`config.mk`:
```
export PLATFORM = sky130hd
export DESIGN_NAME = cpu
export DESIGN_NICKNAME = d
export VERILOG_FILES = /design/src/hw/cpu_pkg.sv /design/src/hw/decoder.sv /design/src/hw/alu.sv /design/src/hw/bcu.sv /design/src/hw/register.sv /design/src/hw/fetch_stage.sv /design/src/hw/execute_stage.sv /design/src/hw/memory_stage.sv /design/src/hw/cpu.sv
export SDC_FILE = /design/constraint.sdc
export NUM_CORES = 2
export LEC_CHECK = 0
export BUFFER_PORTS_ARGS = -buffer_cell sky130_fd_sc_hd__clkbuf_2
export CELL_PAD_IN_SITES_DETAIL_PLACEMENT = 1
export CELL_PAD_IN_SITES_GLOBAL_PLACEMENT = 2
export CORE_ASPECT_RATIO = 1.2
export CORE_MARGIN = 3
export CORE_UTILIZATION = 44
export DETAILED_ROUTE_END_ITERATION = 10
export GPL_ROUTABILITY_DRIVEN = 0
export PLACE_DENSITY = 0.89
export SETUP_SLACK_MARGIN = 0.05
export SLEW_MARGIN = 25
export SYNTH_ARGS = -nofsm -noshare
export SYNTH_HDL_FRONTEND = slang
export SYNTH_HIERARCHICAL = 1
export SYNTH_SLANG_ARGS = --single-unit
```
`constraint.sdc`:
```
create_clock -name clock -period 9.1 [get_ports clock]
set_input_delay 0.455 -clock clock [delete_from_list [all_inputs] [get_ports clock]]
set_output_delay 0.455 -clock clock [all_outputs]
set_load 0.01 [all_outputs]
```
`src/hw/cpu_pkg.sv`:
```
package cpu_pkg;

  typedef logic [31:0] word_t;
  typedef logic [4:0] reg_addr_t;
  typedef logic [31:0] instr_t;

  // ~~~~~~~~~~~~~~~~~~~~~~~~~~~~~~~~~~~~~~~~~~~~~~~~~~~~~~~~~~~~
  // Encodings
  // ~~~~~~~~~~~~~~~~~~~~~~~~~~~~~~~~~~~~~~~~~~~~~~~~~~~~~~~~~~~~

  typedef enum logic [6:0] {
    op_lui    = 7'b0110111,
    op_jal    = 7'b1101111,
    op_jalr   = 7'b1100111,
    op_branch = 7'b1100011,
    op_load   = 7'b0000011,
    op_store  = 7'b0100011,
    op_imm    = 7'b0010011,
    op_reg    = 7'b0110011
  } opcode_t;

  typedef enum logic [3:0] {
    alu_add, alu_sub, alu_and, alu_or, alu_xor, alu_slt,
    alu_sltu, alu_sll, alu_srl, alu_sra, alu_pass_b
  } alu_op_t;

  typedef enum logic [3:0] {
    br_none, br_beq, br_bne, br_blt, br_bge,
    br_bltu, br_bgeu, br_jal, br_jalr
  } branch_op_t;

  // ~~~~~~~~~~~~~~~~~~~~~~~~~~~~~~~~~~~~~~~~~~~~~~~~~~~~~~~~~~~~
  // Memory ports
  // ~~~~~~~~~~~~~~~~~~~~~~~~~~~~~~~~~~~~~~~~~~~~~~~~~~~~~~~~~~~~

  typedef struct packed {
    logic mem_valid;
    logic mem_instr;                 // Set on instruction fetches
    word_t mem_addr;
    word_t mem_wdata;
    logic mem_write;
  } mem_in_type;

  typedef struct packed {
    logic mem_ready;
    word_t mem_rdata;
  } mem_out_type;

  // ~~~~~~~~~~~~~~~~~~~~~~~~~~~~~~~~~~~~~~~~~~~~~~~~~~~~~~~~~~~~
  // Units and stages
  // ~~~~~~~~~~~~~~~~~~~~~~~~~~~~~~~~~~~~~~~~~~~~~~~~~~~~~~~~~~~~

  typedef struct packed {
    reg_addr_t rs1;
    reg_addr_t rs2;
    reg_addr_t rd;
    word_t imm;
    alu_op_t alu_op;
    branch_op_t branch_op;
    logic use_imm;
    logic use_pc;                    // ALU computes pc + 4 for the link value
    logic load;
    logic store;
    logic write_rd;
  } decoder_out_type;

  typedef struct packed {
    word_t a;
    word_t b;
    alu_op_t op;
  } alu_in_type;

  typedef struct packed {
    word_t result;
  } alu_out_type;

  typedef struct packed {
    word_t a;
    word_t b;
    word_t pc;
    word_t imm;
    branch_op_t branch_op;
  } bcu_in_type;

  typedef struct packed {
    logic taken;
    word_t target;
  } bcu_out_type;

  typedef struct packed {
    logic valid;
    word_t pc;
    instr_t instr;
  } fetch_out_type;

  typedef struct packed {
    logic valid;
    word_t result;                   // ALU result or memory address
    word_t store_data;
    reg_addr_t rd;
    logic write_rd;
    logic load;
    logic store;
  } execute_out_type;

  typedef struct packed {
    logic valid;
    word_t target;
  } redirect_type;

  typedef struct packed {
    logic valid;
    reg_addr_t rd;
    word_t value;
  } memory_fwd_type;

endpackage

```
`src/hw/decoder.sv`:
```
module decoder (
  input cpu_pkg::instr_t instr,
  output cpu_pkg::decoder_out_type decoder_out
);

  cpu_pkg::opcode_t opcode;
  logic [2:0] funct3;

  assign opcode = cpu_pkg::opcode_t'(instr[6:0]);
  assign funct3 = instr[14:12];

  function automatic cpu_pkg::alu_op_t alu_from_funct3(input logic [2:0] f3, input logic alt);
    case (f3)
      3'b000: return alt ? cpu_pkg::alu_sub : cpu_pkg::alu_add;
      3'b001: return cpu_pkg::alu_sll;
      3'b010: return cpu_pkg::alu_slt;
      3'b011: return cpu_pkg::alu_sltu;
      3'b100: return cpu_pkg::alu_xor;
      3'b101: return alt ? cpu_pkg::alu_sra : cpu_pkg::alu_srl;
      3'b110: return cpu_pkg::alu_or;
      default: return cpu_pkg::alu_and;
    endcase
  endfunction

  always_comb begin
    decoder_out = '0;
    decoder_out.rs1 = instr[19:15];
    decoder_out.rs2 = instr[24:20];
    decoder_out.rd = instr[11:7];
    decoder_out.alu_op = cpu_pkg::alu_add;
    decoder_out.branch_op = cpu_pkg::br_none;
    case (opcode)
      cpu_pkg::op_lui: begin
        decoder_out.imm = {instr[31:12], 12'b0};
        decoder_out.alu_op = cpu_pkg::alu_pass_b;
        decoder_out.use_imm = 1'b1;
        decoder_out.write_rd = 1'b1;
      end
      cpu_pkg::op_jal: begin
        decoder_out.imm = {{12{instr[31]}}, instr[19:12], instr[20], instr[30:21], 1'b0};
        decoder_out.branch_op = cpu_pkg::br_jal;
        decoder_out.use_pc = 1'b1;
        decoder_out.write_rd = 1'b1;
      end
      cpu_pkg::op_jalr: begin
        decoder_out.imm = {{20{instr[31]}}, instr[31:20]};
        decoder_out.branch_op = cpu_pkg::br_jalr;
        decoder_out.use_pc = 1'b1;
        decoder_out.write_rd = 1'b1;
      end
      cpu_pkg::op_branch: begin
        decoder_out.imm = {{20{instr[31]}}, instr[7], instr[30:25], instr[11:8], 1'b0};
        case (funct3)
          3'b000: decoder_out.branch_op = cpu_pkg::br_beq;
          3'b001: decoder_out.branch_op = cpu_pkg::br_bne;
          3'b100: decoder_out.branch_op = cpu_pkg::br_blt;
          3'b101: decoder_out.branch_op = cpu_pkg::br_bge;
          3'b110: decoder_out.branch_op = cpu_pkg::br_bltu;
          3'b111: decoder_out.branch_op = cpu_pkg::br_bgeu;
          default: decoder_out.branch_op = cpu_pkg::br_none;
        endcase
      end
      cpu_pkg::op_load: begin
        decoder_out.imm = {{20{instr[31]}}, instr[31:20]};
        decoder_out.use_imm = 1'b1;
        decoder_out.load = funct3 == 3'b010;       // Word loads only
        decoder_out.write_rd = funct3 == 3'b010;
      end
      cpu_pkg::op_store: begin
        decoder_out.imm = {{20{instr[31]}}, instr[31:25], instr[11:7]};
        decoder_out.use_imm = 1'b1;
        decoder_out.store = funct3 == 3'b010;
      end
      cpu_pkg::op_imm: begin
        decoder_out.imm = {{20{instr[31]}}, instr[31:20]};
        decoder_out.alu_op = alu_from_funct3(funct3, instr[30] && funct3 == 3'b101);
        decoder_out.use_imm = 1'b1;
        decoder_out.write_rd = 1'b1;
      end
      cpu_pkg::op_reg: begin
        decoder_out.alu_op = alu_from_funct3(funct3, instr[30]);
        decoder_out.write_rd = 1'b1;
      end
      default: decoder_out.write_rd = 1'b0;        // Anything else is a no-op
    endcase
  end

endmodule

```
`src/hw/alu.sv`:
```
module alu (
  input cpu_pkg::alu_in_type alu_in,
  output cpu_pkg::alu_out_type alu_out
);

  logic [4:0] shamt;
  logic lt_signed;
  logic lt_unsigned;

  assign shamt = alu_in.b[4:0];
  assign lt_signed = $signed(alu_in.a) < $signed(alu_in.b);
  assign lt_unsigned = alu_in.a < alu_in.b;

  always_comb begin
    case (alu_in.op)
      cpu_pkg::alu_add: alu_out.result = alu_in.a + alu_in.b;
      cpu_pkg::alu_sub: alu_out.result = alu_in.a - alu_in.b;
      cpu_pkg::alu_and: alu_out.result = alu_in.a & alu_in.b;
      cpu_pkg::alu_or: alu_out.result = alu_in.a | alu_in.b;
      cpu_pkg::alu_xor: alu_out.result = alu_in.a ^ alu_in.b;
      cpu_pkg::alu_slt: alu_out.result = {31'b0, lt_signed};
      cpu_pkg::alu_sltu: alu_out.result = {31'b0, lt_unsigned};
      cpu_pkg::alu_sll: alu_out.result = alu_in.a << shamt;
      cpu_pkg::alu_srl: alu_out.result = alu_in.a >> shamt;
      cpu_pkg::alu_sra: alu_out.result = $signed(alu_in.a) >>> shamt;
      cpu_pkg::alu_pass_b: alu_out.result = alu_in.b;   // LUI
      default: alu_out.result = '0;
    endcase
  end

endmodule

```
`src/hw/bcu.sv`:
```
module bcu (
  input cpu_pkg::bcu_in_type bcu_in,
  output cpu_pkg::bcu_out_type bcu_out
);

  logic eq;
  logic lt;
  logic ltu;

  assign eq = bcu_in.a == bcu_in.b;
  assign lt = $signed(bcu_in.a) < $signed(bcu_in.b);
  assign ltu = bcu_in.a < bcu_in.b;

  always_comb begin
    case (bcu_in.branch_op)
      cpu_pkg::br_beq: bcu_out.taken = eq;
      cpu_pkg::br_bne: bcu_out.taken = !eq;
      cpu_pkg::br_blt: bcu_out.taken = lt;
      cpu_pkg::br_bge: bcu_out.taken = !lt;
      cpu_pkg::br_bltu: bcu_out.taken = ltu;
      cpu_pkg::br_bgeu: bcu_out.taken = !ltu;
      cpu_pkg::br_jal, cpu_pkg::br_jalr: bcu_out.taken = 1'b1;
      default: bcu_out.taken = 1'b0;
    endcase
    if (bcu_in.branch_op == cpu_pkg::br_jalr) begin
      bcu_out.target = (bcu_in.a + bcu_in.imm) & ~32'd1;
    end else begin
      bcu_out.target = bcu_in.pc + bcu_in.imm;
    end
  end

endmodule

```
`src/hw/register.sv`:
```
module register (
  input logic clock,
  input logic rst_n,
  input cpu_pkg::reg_addr_t raddr1,
  input cpu_pkg::reg_addr_t raddr2,
  output cpu_pkg::word_t rdata1,
  output cpu_pkg::word_t rdata2,
  input logic we,
  input cpu_pkg::reg_addr_t waddr,
  input cpu_pkg::word_t wdata
);

  cpu_pkg::word_t regs [32];

  always_ff @(posedge clock) begin
    if (!rst_n) begin
      for (int i = 0; i < 32; i++) begin
        regs[i] <= '0;
      end
    end else if (we && waddr != '0) begin
      regs[waddr] <= wdata;                      // x0 is never written
    end
  end

  // A write in this cycle shows up on the read port at once
  assign rdata1 = (raddr1 == '0) ? '0 :
                  (we && waddr == raddr1) ? wdata : regs[raddr1];
  assign rdata2 = (raddr2 == '0) ? '0 :
                  (we && waddr == raddr2) ? wdata : regs[raddr2];

endmodule

```
`src/hw/fetch_stage.sv`:
```
module fetch_stage #(
  parameter cpu_pkg::word_t reset_pc = '0
) (
  input logic clock,
  input logic rst_n,
  input logic stall,
  input cpu_pkg::redirect_type redirect,
  input cpu_pkg::mem_out_type imem_out,
  output cpu_pkg::mem_in_type imem_in,
  output cpu_pkg::fetch_out_type fetch_out
);

  typedef enum logic [1:0] {
    idle,
    request,
    discard
  } fetch_state_t;

  fetch_state_t state;
  cpu_pkg::word_t pc;
  cpu_pkg::word_t target_pc;
  logic take;

  assign take = !fetch_out.valid || !stall;      // Fetch register is free or drains now

  assign imem_in.mem_valid = state != idle;
  assign imem_in.mem_instr = 1'b1;
  assign imem_in.mem_addr = pc;
  assign imem_in.mem_wdata = '0;
  assign imem_in.mem_write = 1'b0;

  always_ff @(posedge clock) begin
    if (!rst_n) begin
      state <= idle;
      pc <= reset_pc;
      fetch_out.valid <= 1'b0;
    end else begin
      if (!stall) begin
        fetch_out.valid <= 1'b0;
      end
      case (state)
        idle: state <= request;
        request: begin
          if (redirect.valid) begin
            if (imem_out.mem_ready) begin
              pc <= redirect.target;
            end else begin
              target_pc <= redirect.target;      // Let the stale fetch finish first
              state <= discard;
            end
          end else if (imem_out.mem_ready && take) begin
            fetch_out.valid <= 1'b1;
            fetch_out.pc <= pc;
            fetch_out.instr <= imem_out.mem_rdata;
            pc <= pc + 32'd4;
          end
          // A response that finds the register full is dropped and fetched again
        end
        discard: begin
          if (imem_out.mem_ready) begin
            pc <= target_pc;
            state <= request;
          end
        end
        default: state <= idle;
      endcase
    end
  end

endmodule

```
`src/hw/execute_stage.sv`:
```
module execute_stage (
  input logic clock,
  input logic rst_n,
  input cpu_pkg::fetch_out_type fetch_out,
  input cpu_pkg::memory_fwd_type memory_fwd,
  input logic mem_busy,
  output cpu_pkg::reg_addr_t raddr1,
  output cpu_pkg::reg_addr_t raddr2,
  input cpu_pkg::word_t rdata1,
  input cpu_pkg::word_t rdata2,
  output logic stall,
  output cpu_pkg::redirect_type redirect,
  output cpu_pkg::execute_out_type execute_out
);

  cpu_pkg::decoder_out_type decoder_out;
  cpu_pkg::alu_in_type alu_in;
  cpu_pkg::alu_out_type alu_out;
  cpu_pkg::bcu_in_type bcu_in;
  cpu_pkg::bcu_out_type bcu_out;
  cpu_pkg::word_t op1;
  cpu_pkg::word_t op2;
  logic fwd1;
  logic fwd2;
  logic load_use;

  decoder decoder_comp (
    .instr(fetch_out.instr),
    .decoder_out(decoder_out)
  );

  alu alu_comp (
    .alu_in(alu_in),
    .alu_out(alu_out)
  );

  bcu bcu_comp (
    .bcu_in(bcu_in),
    .bcu_out(bcu_out)
  );

  // ~~~~~~~~~~~~~~~~~~~~~~~~~~~~~~~~~~~~~~~~~~~~~~~~~~~~~~~~~~~~
  // Operands and hazards
  // ~~~~~~~~~~~~~~~~~~~~~~~~~~~~~~~~~~~~~~~~~~~~~~~~~~~~~~~~~~~~

  assign raddr1 = decoder_out.rs1;
  assign raddr2 = decoder_out.rs2;

  assign fwd1 = memory_fwd.valid && memory_fwd.rd != '0 && memory_fwd.rd == decoder_out.rs1;
  assign fwd2 = memory_fwd.valid && memory_fwd.rd != '0 && memory_fwd.rd == decoder_out.rs2;
  assign op1 = fwd1 ? memory_fwd.value : rdata1;
  assign op2 = fwd2 ? memory_fwd.value : rdata2;

  // Load data lands in the register file one cycle after the load completes
  assign load_use = execute_out.valid && execute_out.load && execute_out.rd != '0 &&
                    (execute_out.rd == decoder_out.rs1 || execute_out.rd == decoder_out.rs2);
  assign stall = mem_busy || (fetch_out.valid && load_use);

  // ~~~~~~~~~~~~~~~~~~~~~~~~~~~~~~~~~~~~~~~~~~~~~~~~~~~~~~~~~~~~
  // Units
  // ~~~~~~~~~~~~~~~~~~~~~~~~~~~~~~~~~~~~~~~~~~~~~~~~~~~~~~~~~~~~

  assign alu_in.a = decoder_out.use_pc ? fetch_out.pc : op1;
  assign alu_in.b = decoder_out.use_pc ? 32'd4 : (decoder_out.use_imm ? decoder_out.imm : op2);
  assign alu_in.op = decoder_out.alu_op;

  assign bcu_in.a = op1;
  assign bcu_in.b = op2;
  assign bcu_in.pc = fetch_out.pc;
  assign bcu_in.imm = decoder_out.imm;
  assign bcu_in.branch_op = decoder_out.branch_op;

  assign redirect.valid = fetch_out.valid && !stall && bcu_out.taken;
  assign redirect.target = bcu_out.target;

  always_ff @(posedge clock) begin
    if (!rst_n) begin
      execute_out.valid <= 1'b0;
    end else if (!mem_busy) begin
      execute_out.valid <= fetch_out.valid && !stall;   // Bubble on a load-use stall
      execute_out.result <= alu_out.result;
      execute_out.store_data <= op2;
      execute_out.rd <= decoder_out.rd;
      execute_out.write_rd <= decoder_out.write_rd;
      execute_out.load <= decoder_out.load;
      execute_out.store <= decoder_out.store;
    end
  end

endmodule

```
`src/hw/memory_stage.sv`:
```
module memory_stage (
  input logic clock,
  input logic rst_n,
  input cpu_pkg::execute_out_type execute_out,
  input cpu_pkg::mem_out_type dmem_out,
  output cpu_pkg::mem_in_type dmem_in,
  output logic busy,
  output logic we,
  output cpu_pkg::reg_addr_t waddr,
  output cpu_pkg::word_t wdata,
  output cpu_pkg::memory_fwd_type memory_fwd
);

  logic mem_op;
  logic done;
  logic writing;

  assign mem_op = execute_out.valid && (execute_out.load || execute_out.store);
  assign done = dmem_in.mem_valid && dmem_out.mem_ready;
  assign busy = mem_op && !done;                 // Held from valid up to the ready edge

  // The request is registered, so it stays stable until ready
  always_ff @(posedge clock) begin
    if (!rst_n) begin
      dmem_in.mem_valid <= 1'b0;
    end else if (done) begin
      dmem_in.mem_valid <= 1'b0;
    end else if (mem_op && !dmem_in.mem_valid) begin
      dmem_in.mem_valid <= 1'b1;
      dmem_in.mem_instr <= 1'b0;
      dmem_in.mem_addr <= execute_out.result;
      dmem_in.mem_wdata <= execute_out.store_data;
      dmem_in.mem_write <= execute_out.store;
    end
  end

  // ~~~~~~~~~~~~~~~~~~~~~~~~~~~~~~~~~~~~~~~~~~~~~~~~~~~~~~~~~~~~
  // Writeback
  // ~~~~~~~~~~~~~~~~~~~~~~~~~~~~~~~~~~~~~~~~~~~~~~~~~~~~~~~~~~~~

  assign writing = execute_out.valid && execute_out.write_rd && (!execute_out.load || done);

  assign we = writing;
  assign waddr = execute_out.rd;
  assign wdata = execute_out.load ? dmem_out.mem_rdata : execute_out.result;

  assign memory_fwd.valid = writing;             // Only a final value is forwarded
  assign memory_fwd.rd = execute_out.rd;
  assign memory_fwd.value = wdata;

endmodule

```
`src/hw/cpu.sv`:
```
module cpu #(
  parameter cpu_pkg::word_t reset_pc = '0
) (
  input logic clock,
  input logic rst_n,
  input cpu_pkg::mem_out_type imem_out,
  input cpu_pkg::mem_out_type dmem_out,
  output cpu_pkg::mem_in_type imem_in,
  output cpu_pkg::mem_in_type dmem_in
);

  cpu_pkg::fetch_out_type fetch_out;
  cpu_pkg::execute_out_type execute_out;
  cpu_pkg::redirect_type redirect;
  cpu_pkg::memory_fwd_type memory_fwd;
  cpu_pkg::reg_addr_t raddr1;
  cpu_pkg::reg_addr_t raddr2;
  cpu_pkg::word_t rdata1;
  cpu_pkg::word_t rdata2;
  cpu_pkg::reg_addr_t waddr;
  cpu_pkg::word_t wdata;
  logic we;
  logic stall;
  logic mem_busy;

  fetch_stage #(
    .reset_pc(reset_pc)
  ) fetch_stage_comp (
    .clock(clock),
    .rst_n(rst_n),
    .stall(stall),
    .redirect(redirect),
    .imem_out(imem_out),
    .imem_in(imem_in),
    .fetch_out(fetch_out)
  );

  execute_stage execute_stage_comp (
    .clock(clock),
    .rst_n(rst_n),
    .fetch_out(fetch_out),
    .memory_fwd(memory_fwd),
    .mem_busy(mem_busy),
    .raddr1(raddr1),
    .raddr2(raddr2),
    .rdata1(rdata1),
    .rdata2(rdata2),
    .stall(stall),
    .redirect(redirect),
    .execute_out(execute_out)
  );

  memory_stage memory_stage_comp (
    .clock(clock),
    .rst_n(rst_n),
    .execute_out(execute_out),
    .dmem_out(dmem_out),
    .dmem_in(dmem_in),
    .busy(mem_busy),
    .we(we),
    .waddr(waddr),
    .wdata(wdata),
    .memory_fwd(memory_fwd)
  );

  register register_comp (
    .clock(clock),
    .rst_n(rst_n),
    .raddr1(raddr1),
    .raddr2(raddr2),
    .rdata1(rdata1),
    .rdata2(rdata2),
    .we(we),
    .waddr(waddr),
    .wdata(wdata)
  );

endmodule

```
# Word-level counts from Yosys, hierarchy flattened
# Memory sizes are Yosys's and may differ from the RTL's. A register that Yosys moved wholly into a read port is not among the register bits.
# Index checks and enable logic that the tools add are counted.
# word_totals
elab_cells	182
out_inout_bits	134
latchBits	0
mem_count	1
register_bits	270
ramBits	1024
mem_bits_ro	0
# mem_list
memory	depth	width	read_ports	rd_clocked_by_memory_dff	write_ports	line	source
register_comp.regs	32	32	2	2	32	register.sv:13	cpu_pkg::word_t regs [32];
# classes
muxes	48
n_eq_ne	43
n_div	0
magnitude_cmp	4
mul	0
shift	3
n_bitwise	8
reduce_logical	53
addsub	5
# ops
cell	n
two-way mux 32 bit	16
case mux 32 bit (11 select lines)	1
two-way mux 65 bit	3
case mux 32 bit (5 select lines)	1
< comparator 32 bit	4
adder 32 bit	3
case mux 32 bit (2 select lines)	1
case mux 4 bit (7 select lines)	2
adder 32 x 3 -> 32 bit, second input constant	1
AND 32 bit	1
== test 32 bit	1
== test 4 x 3 -> 1 bit, second input constant	8
OR 32 bit	1
OR reduction 32 bit	1
<< shifter 32 x 5 -> 32 bit	1
right shift 32 x 5 -> 32 bit	1
>>> shifter 32 x 5 -> 32 bit	1
subtractor 32 bit	1
bitwise XOR 32 bit	1
case mux 4 bit (3 select lines)	2
== test 7 x 6 -> 1 bit, second input constant	3
== test 7 bit, second input constant	3
logical AND 1 bit	19
case mux 3 bit (6 select lines)	1
37 further kinds	87

# Logic depth before layout (Yosys ltp)
# depth
ltp_word	14
depth_mapped	33

# Cells and area by module
# Netlist, hierarchy kept.
# modules_own_cells
mod	cells_per_inst	seq_area_each_um2	instances	area_per_inst_um2
register	3832	30749.5	1	55142.9
alu	1283	0.0	1	8718.4
fetch_stage	466	3583.4	1	5644.2
execute_stage	564	2182.1	1	5307.6
bcu	594	0.0	1	4180.3
memory_stage	156	1971.9	1	2891.5
decoder	130	0.0	1	922.1

# Least setup slack after synthesis
# OpenSTA, ideal clock, no wires.
# synth_timing
path_kind	reg-to-reg
from	reg fetch_stage_comp/fetch_out[20] (netlist name)
to	reg fetch_stage_comp/fetch_out[0] (netlist name)
required_ps	8614
t_arrival_ps	7263
stages_incl_launch_ff	28
setup_slack_ps	1351
n_path_buf	5
path_cell_list	edfxtp_1 > buf_4 > buf_2 > buf_2 > buf_2 > mux4_2 > mux2i_1 > o21ai_0 > a32o_1 > mux2_4 > inv_1 > ha_1 > a21o_1 > a21o_1 > a21oi_1 > nor2_1 > a211oi_1 > nor2_1 > nor4_1 > o31ai_1 > a211oi_1 > o31ai_1 > nand2_1 > a21oi_1 > clkbuf_1 > nor2_1 > nand2_1 > nor2_1

==> results.json <==
{
  "synth.avg_cell_area_um2": 11.8,
  "fillerInstances": 19210,
  "rsz0062_at_grt": "no",
  "fin_crit_sh": 0.899,
  "synth_top_area_frac": 0.456,
  "final_common_cell": "edfxtp_1",
  "p_comb_frac": 0.174,
  "area_growth_pct": 9.84,
  "core-area_um2": 186000,
  "die_y_um": 481,
  "clk_latency_ns": 0.85,
  "syn_inst": 7025,
  "drive_above_1_share": 0.195,
  "fp.dieArea_um2": 193000,
  "cp_common_cell": "buf_4",
  "switching_share": 0.298,
  "ys_seq_elements": 1294,
  "critPathArrivalTime_ns": 8.97,
  "fmax_mhz": 122,
  "place_hpwl_um": 231000,
  "synth_edf_count": 1257,
  "ys.warnings.count": 6,
  "setup_viol": 0,
  "grt_pass1_vias": 67284,
  "routedWlPerCell_um": 35.8,
  "power_frac_seq": 0.452,
  "clock_path_buffers": 3,
  "power.share.clock": 0.374,
  "p_per_area_nw_per_um2": 169,
  "crit_start": "fetch_stage_comp/fetch_out[17]$_DFFE_PP_",
  "final_cell_area_um2": 91000,
  "viasPerCell": 6.97,
  "drc": 0,
  "numClockSinks": 1294,
  "portBuffers": 166,
  "maxSlewHeadroom": 0.222,
  "crit_path_start_kind": "register",
  "grt_max_degree": 89,
  "endpoint_kind": "register",
  "slowest_delay_ns": 0.86,
  "status": "completed",
  "synth_flop_cell": "edfxtp_1",
  "grt_use_total": 0.344,
  "final_cell_mix": "1257 x edfxtp_1, 1009 x and2_1, 435 x mux4_2",
  "cts_resized": 0,
  "synthesis.area_um2": 82800,
  "cts_root_buf": "clkbuf_16",
  "grt_pass1_wl_um": 485000,
  "path_class": "reg -> reg",
  "grt_overflow": 0,
  "cts_made_buffers": 138,
  "hold_violations": 0,
  "antenna_found_initial": 13,
  "nets": 7218,
  "die_x_um": 402,
  "cts_tree": "done",
  "io_pins": 202,
  "rows": 173,
  "drt-total-wl_um": 341000,
  "finClkSkew_ns": 0.0573,
  "drt-pass1-iter-count": 6,
  "synth_top_cell_by_area": "edfxtp_1",
  "critPathSlowestCell": "o31ai_1",
  "cap_violations": 0,
  "switching_power_mw": 4.59,
  "via_count": 66342,
  "synthArstFlopShare": 0,
  "leakagePower_nw": 33.6,
  "place_area_um2": 86100,
  "drt_iter0_drc": 9212,
  "htreeDepth": 4,
  "yosys.cell_types.count": 119,
  "initial_core_util": 0.445,
  "final_max_slew_viol_count": 0,
  "cp_max_fo": 55,
  "path_clk_slew_ns": 0.07,
  "reg2reg_from": "fetch_stage_comp/fetch_out[17]$_DFFE_PP_",
  "required_ns": 9.90,
  "period_needed_ns": 8.18,
  "worst_pin_slew_ns": 1.17,
  "seq_area_frac_synth": 0.465,
  "min_from": "rst_n",
  "fin_setup_tns_ns": 0,
  "p_int_mw": 10.8,
  "hp-class": "in -> reg",
  "synth_area_leaders": "edfxtp_1 46%, mux4_2 12%, and2_1 7.6%, mux2i_1 3.6%, ha_1 2.9%",
  "peakVddDrop_mv": 0.165,
  "ant_nets": 0
}
[registers in the layout, summed over array words and instances, names as in the netlist]
signal                          flops
fetch_stage_comp/fetch_out         65
execute_stage_comp/execute_out     73
fetch_stage_comp/state              2
fetch_stage_comp/target_pc         32
memory_stage_comp/dmem_in          66
fetch_stage_comp/pc                32
register_comp/regs               1024
[path summary, 6_finish.rpt]
kind	slack, ns	end	cells past startpoint
hold reg to reg	0.42	memory_stage_comp/dmem_in[15]$_DFFE_PP_	0
hold / removal	0.05	fetch_stage_comp/pc[24]$_SDFFE_PN0P_	2
setup / recovery	0.92	fetch_stage_comp/pc[29]$_SDFFE_PN0P_	25
setup reg to reg	0.92	fetch_stage_comp/pc[29]$_SDFFE_PN0P_	25
[per-layer routing]
| layer | global-route usage | vias to the layer above | routed length [um] |
|---|---|---|---|
| met4 | 0.251 | 8 | 29900 |
| met1 | 0.400 | 33698 | 116000 |
| li1 | - | 26416 | - |
| met5 | 0 | - | 80 |
| met2 | 0.556 | 4860 | 158000 |
| met3 | 0.0842 | 1360 | 37400 |
[through the flow]
stage	hold WS (ns)	worst slack, ns	util	power, mW	instances
final	0.0507	0.922	0.489	15.4	9520
after floorplan	0.400	1.35	-	8.62	7088
after detailed placement	0.407	1.57	0.463	9.63	9228
after global routing	0.0377	0.877	0.489	15.8	9514
after global placement	0.403	1.21	0.462	9.55	9226
after CTS	0.00250	1.53	0.489	15.3	9514
[worst max-delay path, delay by kind of cell (launching register included)]
kind            cells  cell delay, ns
simple gates        6            1.71
flops               1            0.85
compound gates     12            3.38
fa+ha+maj           1            0.40
buf+inv             6            1.74
[cells in the mapped netlist, drive strengths merged (195+ instances only)]
library cell,count
a21oi,277
and2,1012
buf,270
clkbuf,447
edfxtp,1257
ha,195
inv,224
mux2i,297
mux4,435
nand2,296
nor2,365
o21ai,325
[power groups by stage]
stage	sequential [mW]	clock, mW	combinational (mW)
CTS	6.95	5.78	2.59
global route	6.97	6.01	2.79
global placement	7.04	0	2.51
detailed placement	7.07	0	2.56
finish	6.96	5.76	2.69
floorplan	7.00	0	1.63
[what timing repair did]
| item | 4_1_cts | 5_1_grt |
|---|---|---|
| hold endpoints to repair | 33 | 0 |
| buffers inserted | 0 | 0 |
| hold buffers | 33 | 0 |
[final cells by class]
class / instances / area [um^2] / area share
Inverter: 224 / 841 / 0.00924
Timing Repair Buffer: 440 / 3210 / 0.0353
Clock buffer: 159 / 3580 / 0.0394
Tap cell: 2450 / 3070 / 0.0337
Antenna cell: 6 / 15.0 / 0.000165
Multi-Input combinational cell: 4853 / 40900 / 0.449
Sequential cell: 1294 / 38500 / 0.423
Clock inverter: 94 / 900 / 0.00989
[cell families after synthesis]
logic type / after synthesis / share of synthesized area
and+or+nand+nor: 2179 / 0.146
AOI/OAI and AO/OA: 1430 / 0.118
DFF: 1294 / 0.465
buffers and inverters: 941 / 0.0534
muxes: 884 / 0.178
adders and majority gates: 199 / 0.0304
xor gates and xnor gates: 94 / 0.00994
other: 4 / 0.000181
Power figures use the tool's default switching activity.
